===== config.mk =====
export PLATFORM = sky130hd
export DESIGN_NAME = phase_sweep
export DESIGN_NICKNAME = d
export VERILOG_FILES = /design/src/design/tone_pkg.sv /design/src/design/phase_sweep.sv
export SDC_FILE = /design/constraint.sdc
export NUM_CORES = 1
export LEC_CHECK = 0
export BUFFER_PORTS_ARGS = -buffer_cell sky130_fd_sc_hd__buf_2
export CAP_MARGIN = 0
export CORE_UTILIZATION = 40
export DETAILED_ROUTE_END_ITERATION = 8
export GPL_ROUTABILITY_DRIVEN = 0
export PLACE_DENSITY = 0.64
export SLEW_MARGIN = 10
export SYNTH_ARGS = -nofsm -noshare
export SYNTH_HDL_FRONTEND = slang
export SYNTH_SLANG_ARGS = --single-unit

===== constraint.sdc =====
create_clock -name clk -period 5.23 [get_ports clk]
set_input_delay 0.2615 -clock clk [delete_from_list [all_inputs] [get_ports clk]]
set_output_delay 0.2615 -clock clk [all_outputs]
set_load 0.01 [all_outputs]

===== src/design/tone_pkg.sv =====
// mixer port widths and angle range constants in whole degrees

package tone_pkg;

  // signed input amplitude
  localparam int sample_width = 12;

  // signed angle in degrees, legal range -180 to 179
  localparam int angle_width = 16;

  // signed cosine and sine result width
  localparam int out_width = 16;

  ////////////////////////////////////////////////////////////////////
  // angle range in degrees
  ////////////////////////////////////////////////////////////////////

  // one full revolution, phase wraps here
  localparam int full_turn = 360;

  // start of the negative half of the circle
  localparam int half_turn = 180;

  // first quadrant limit
  localparam int quarter_turn = 90;

endpackage


===== src/design/phase_sweep.sv =====
// degree phase accumulator with modulo 360 wrap, pairs each sample with its angle

`timescale 1ns/1ps

module phase_sweep (
  input  logic                                   clk,
  input  logic                                   rst_n,
  input  logic                                   phase_load,
  input  logic        [tone_pkg::angle_width-1:0]  phase_init,
  input  logic        [tone_pkg::angle_width-1:0]  phase_step,
  input  logic                                   sample_strobe,
  input  logic signed [tone_pkg::sample_width-1:0] sample,
  output logic signed [tone_pkg::angle_width-1:0]  angle,
  output logic signed [tone_pkg::sample_width-1:0] amplitude,
  output logic                                   pair_strobe
);

  import tone_pkg::*;

  // phase in 0..359
  logic [angle_width-1:0] phase_acc;
  logic [angle_width-1:0] phase_sum;
  logic [angle_width-1:0] phase_next;
  logic [angle_width-1:0] phase_signed;

  ////////////////////////////////////////////////////////////////////
  // next phase and signed view
  ////////////////////////////////////////////////////////////////////

  // both terms below 360, one subtraction is enough
  assign phase_sum  = phase_acc + phase_step;
  assign phase_next = (phase_sum >= angle_width'(full_turn)) ?
                      phase_sum - angle_width'(full_turn) : phase_sum;

  // 180..359 becomes -180..-1
  assign phase_signed = (phase_acc >= angle_width'(half_turn)) ?
                        phase_acc - angle_width'(full_turn) : phase_acc;

  always_ff @(posedge clk or negedge rst_n) begin
    if (!rst_n) begin
      phase_acc   <= '0;
      pair_strobe <= 1'b0;
    end else begin
      pair_strobe <= sample_strobe;
      // a load wins, the strobed sample still takes the old phase
      if (phase_load) begin
        phase_acc <= phase_init;
      end else if (sample_strobe) begin
        phase_acc <= phase_next;
      end
    end
  end

  // sample and angle pair
  always_ff @(posedge clk) begin
    if (sample_strobe) begin
      angle     <= signed'(phase_signed);
      amplitude <= sample;
    end
  end

endmodule


==> flow_metrics.py <==
metrics = {
    "run": {
        "cap_violations": 0,
    },
    "cells_and_area": {
        "syn_to_final_growth_pct": 15.71,
        "layout_commonest_cell": "buf_2",
        "drive_above_1_share": 0.2809,
        "fin_nets": 453,
        "mostFrequentLayoutCells": "buf_2, edfxtp_1, nor2_1",
        "diodes": 0,
    },
    "timing": {
        "hold_violations": 0,
        "worst_slack_ns": 1.847,
        "slew_viol_final": 0,
        "fin_crit_sh": 0.6468,
        "period_needed_ns": 3.383,
        "rsz0062_at_grt": "no",
        "setup_viol": 0,
        "fin_skew_ns": 0.01185,
        "finalSetupTns_ns": 0,
        "maxSlewHeadroom": 0.6393,
        "max_freq_mhz": 295.6,
        "max_slew.worst_pin.slew_ns": 0.5361,
    },
    "critical_path": {
        "cp_max_fo": 8,
        "startpoint": "phase_acc[0]",
        "cp-endpoint": "phase_acc[4]",
        "timing.rr.start": "phase_acc[0]",
        "crit_path_end_kind": "flop",
        "r2r_cells": 11,
        "path_class": "reg -> reg",
        "start_kind": "flop",
        "cp.required_ns": 5.42,
        "r2r_slack_ns": 1.85,
        "r2r-end": "phase_acc[4]",
        "cp.arrival_ns": 3.57,
    },
    "synthesis": {
        "ys_warn_count": 0,
        "synth_edf_count": 28,
        "syn_inst": 314,
        "synth_cell_types": 67,
        "synth_top_area_frac": 0.2588,
        "async_flop_share": 0.3778,
        "yosysSeqAreaShare": 0.3897,
        "synth_ff_type": "edfxtp_1",
        "synth_nets": 380,
        "ys_ff_latch": 45,
        "yosys.area.top_type": "edfxtp_1",
        "postSynthAreaPerCell_sq_um": 10.35,
        "syn-cell-area_sq_um": 3249,
        "synthTopCellsByArea": "edfxtp_1, dfrtp_1, ha_1",
    },
    "floorplan": {
        "io-pin-count": 77,
        "rows": 32,
        "dieArea_sq_um": 8488,
        "die_y_um": 92.13,
        "initial_core_util": 0.4162,
        "die_x_um": 92.13,
        "fp.coreArea_sq_um": 7807,
    },
    "route": {
        "ant_nets": 0,
        "drtIter0Drc": 108,
        "drt-pass1-iter-count": 4,
        "vias_per_cell": 5.363,
        "wl_per_cell_um": 14.21,
        "routed_wl_mm": 6.963,
        "drc": 0,
        "via_count": 2628,
    },
    "global_route": {
        "grt.busiest_layer": "met2",
        "first_global_vias": 2382,
        "globalRouteMet2Util": 0.2755,
        "grt_pass1_wl_mm": 11.47,
        "grt_use_met1": 0.2333,
        "grt_overflow": 0,
        "gr-usage-all-layers": 0.1692,
        "grt_max_degree": 36,
        "antenna_found_initial": 0,
        "grtUsageMet3": 0.02156,
    },
    "clocking": {
        "cts_buffers": 5,
        "clock_latency_ns": 0.30,
        "cts-root-buf": "clkbuf_8",
        "cts_tree": "built",
        "cts_max_path_buffers": 2,
        "cts_max_level": 2,
        "cts.sinks": 45,
        "cts.clk_slew.worst_paths_ns": 0.09,
        "cts_resized": 0,
    },
    "pwr": {
        "leakagePower_nw": 1.606,
        "cellPowerDensity_nw_per_um2": 453.4,
        "ir_drop_mv": 0.1584,
        "total_power_mw": 1.705,
    },
    "placed_design": {
        "place_ws_ns": 1.862,
        "numPortBuffers": 76,
        "dp_hpwl_mm": 5.611,
    },
    "min_path": {
        "holdCritPathClass": "in -> reg",
    },
    "outcome": {
        "status": "complete, no violations",
    },
}
per-layer routing:
layer | part of all wire | wire (um) | vias up
met1 | 0.47 | 3251 | 1201
met3 | 0.064 | 449 | 10
met4 | 0.014 | 97 | 0
met2 | 0.45 | 3164 | 81
li1 | - | - | 1336
met5 | 0 | 0 | -
Yosys cell counts, drive strengths merged, types with 2 or more instances:
| cell | instances |
|---|---|
| ha | 17 |
| a211oi | 2 |
| clkbuf | 4 |
| a41o | 2 |
| nand2b | 4 |
| o211ai | 4 |
| dfrtp | 17 |
| edfxtp | 28 |
| a32oi | 2 |
| o211a | 2 |
| o311ai | 2 |
| nor4 | 4 |
| xnor2 | 16 |
| inv | 11 |
| or2 | 3 |
| buf | 8 |
| nand3 | 8 |
| o2111ai | 2 |
| a41oi | 3 |
| nand4 | 5 |
| nor2b | 4 |
| o21ai | 23 |
| nor3 | 8 |
| a221o | 3 |
| nor3b | 8 |
| a21o | 5 |
| nand2 | 21 |
| a21oi | 26 |
| xor2 | 8 |
| mux2i | 7 |
| nor2 | 24 |
| and2 | 2 |
| a31oi | 5 |
| or3 | 4 |
| o31ai | 3 |
| o21a | 4 |
cells by family (layout without fill, tap and decap cells):
logic type	count (synthesis)	in the layout	synth area share
and+or+nand+nor	100	100	0.1717
AOI/OAI and AO/OA	97	97	0.2241
DFF	45	45	0.3897
buffers and inverters	23	97	0.04390
muxes	7	7	0.02156
xor gates and xnor gates	24	24	0.07740
adders and majority gates	18	18	0.07162
worst min-delay path by stage:
| stage | startpoint | to | depth (start not counted) |
|---|---|---|---|
| after global routing | sample[1] | amplitude[1] | 1 |
| after detailed placement | rst_n | phase_acc[11] | 1 |
| after CTS | sample[1] | amplitude[1] | 1 |
| after floorplan | rst_n | pair_strobe | 0 |
| after global placement | rst_n | phase_acc[11] | 1 |
| final | sample[1] | amplitude[1] | 1 |
timing repair:
item / in CTS / in global routing
hold buffers: 1 / 0
buffers inserted: 0 / 0
endpoints found under the hold margin: 17 / 0
power by group:
part,switching (mW),internal (mW),total (mW)
Sequential,0.0672,0.468,0.535
Clock,0.111,0.0922,0.204
Combinational,0.564,0.402,0.966
worst max-delay path, stage by stage, from the launching register on:
cell and delay [ns]:
dfrtp_1 0.40, ha_1 0.22, fa_1 0.44, a211oi_4 0.34, o21ai_1 0.16, and3_4 0.22, o311ai_4 0.28, nand4_2 0.18
nor2b_2 0.32, nand4_4 0.22, mux2i_1 0.17, a221o_1 0.32
flip-flops by register name, indices dropped and copies added, names as in the netlist:
name         cells
phase_acc       16
pair_strobe      1
amplitude       12
angle           16
metrics by stage:
step / area [sq um] / hold slack [ns] / utilization / cells
floorplan: 3249 / -0.03409 / - / 314
global placement: 3664 / 0.2080 / 0.4692 / 481
detailed placement: 3664 / 0.2095 / 0.4692 / 481
CTS: 3760 / 0.1352 / 0.4816 / 490
global route: 3760 / 0.1240 / 0.4816 / 490
finish: 3760 / 0.1389 / 0.4816 / 490
final cells by class:
class | instances | area (sq um)
fillers | 761 | 4048
multi-input cells | 246 | 1841
flip-flops and latches | 45 | 1266
repair buffers | 78 | 397.9
well taps | 102 | 127.6
clock buffers | 5 | 68.82
inverters | 11 | 41.29
clock inverters | 3 | 17.52
No activity file was read; power rests on OpenSTA's default activity.
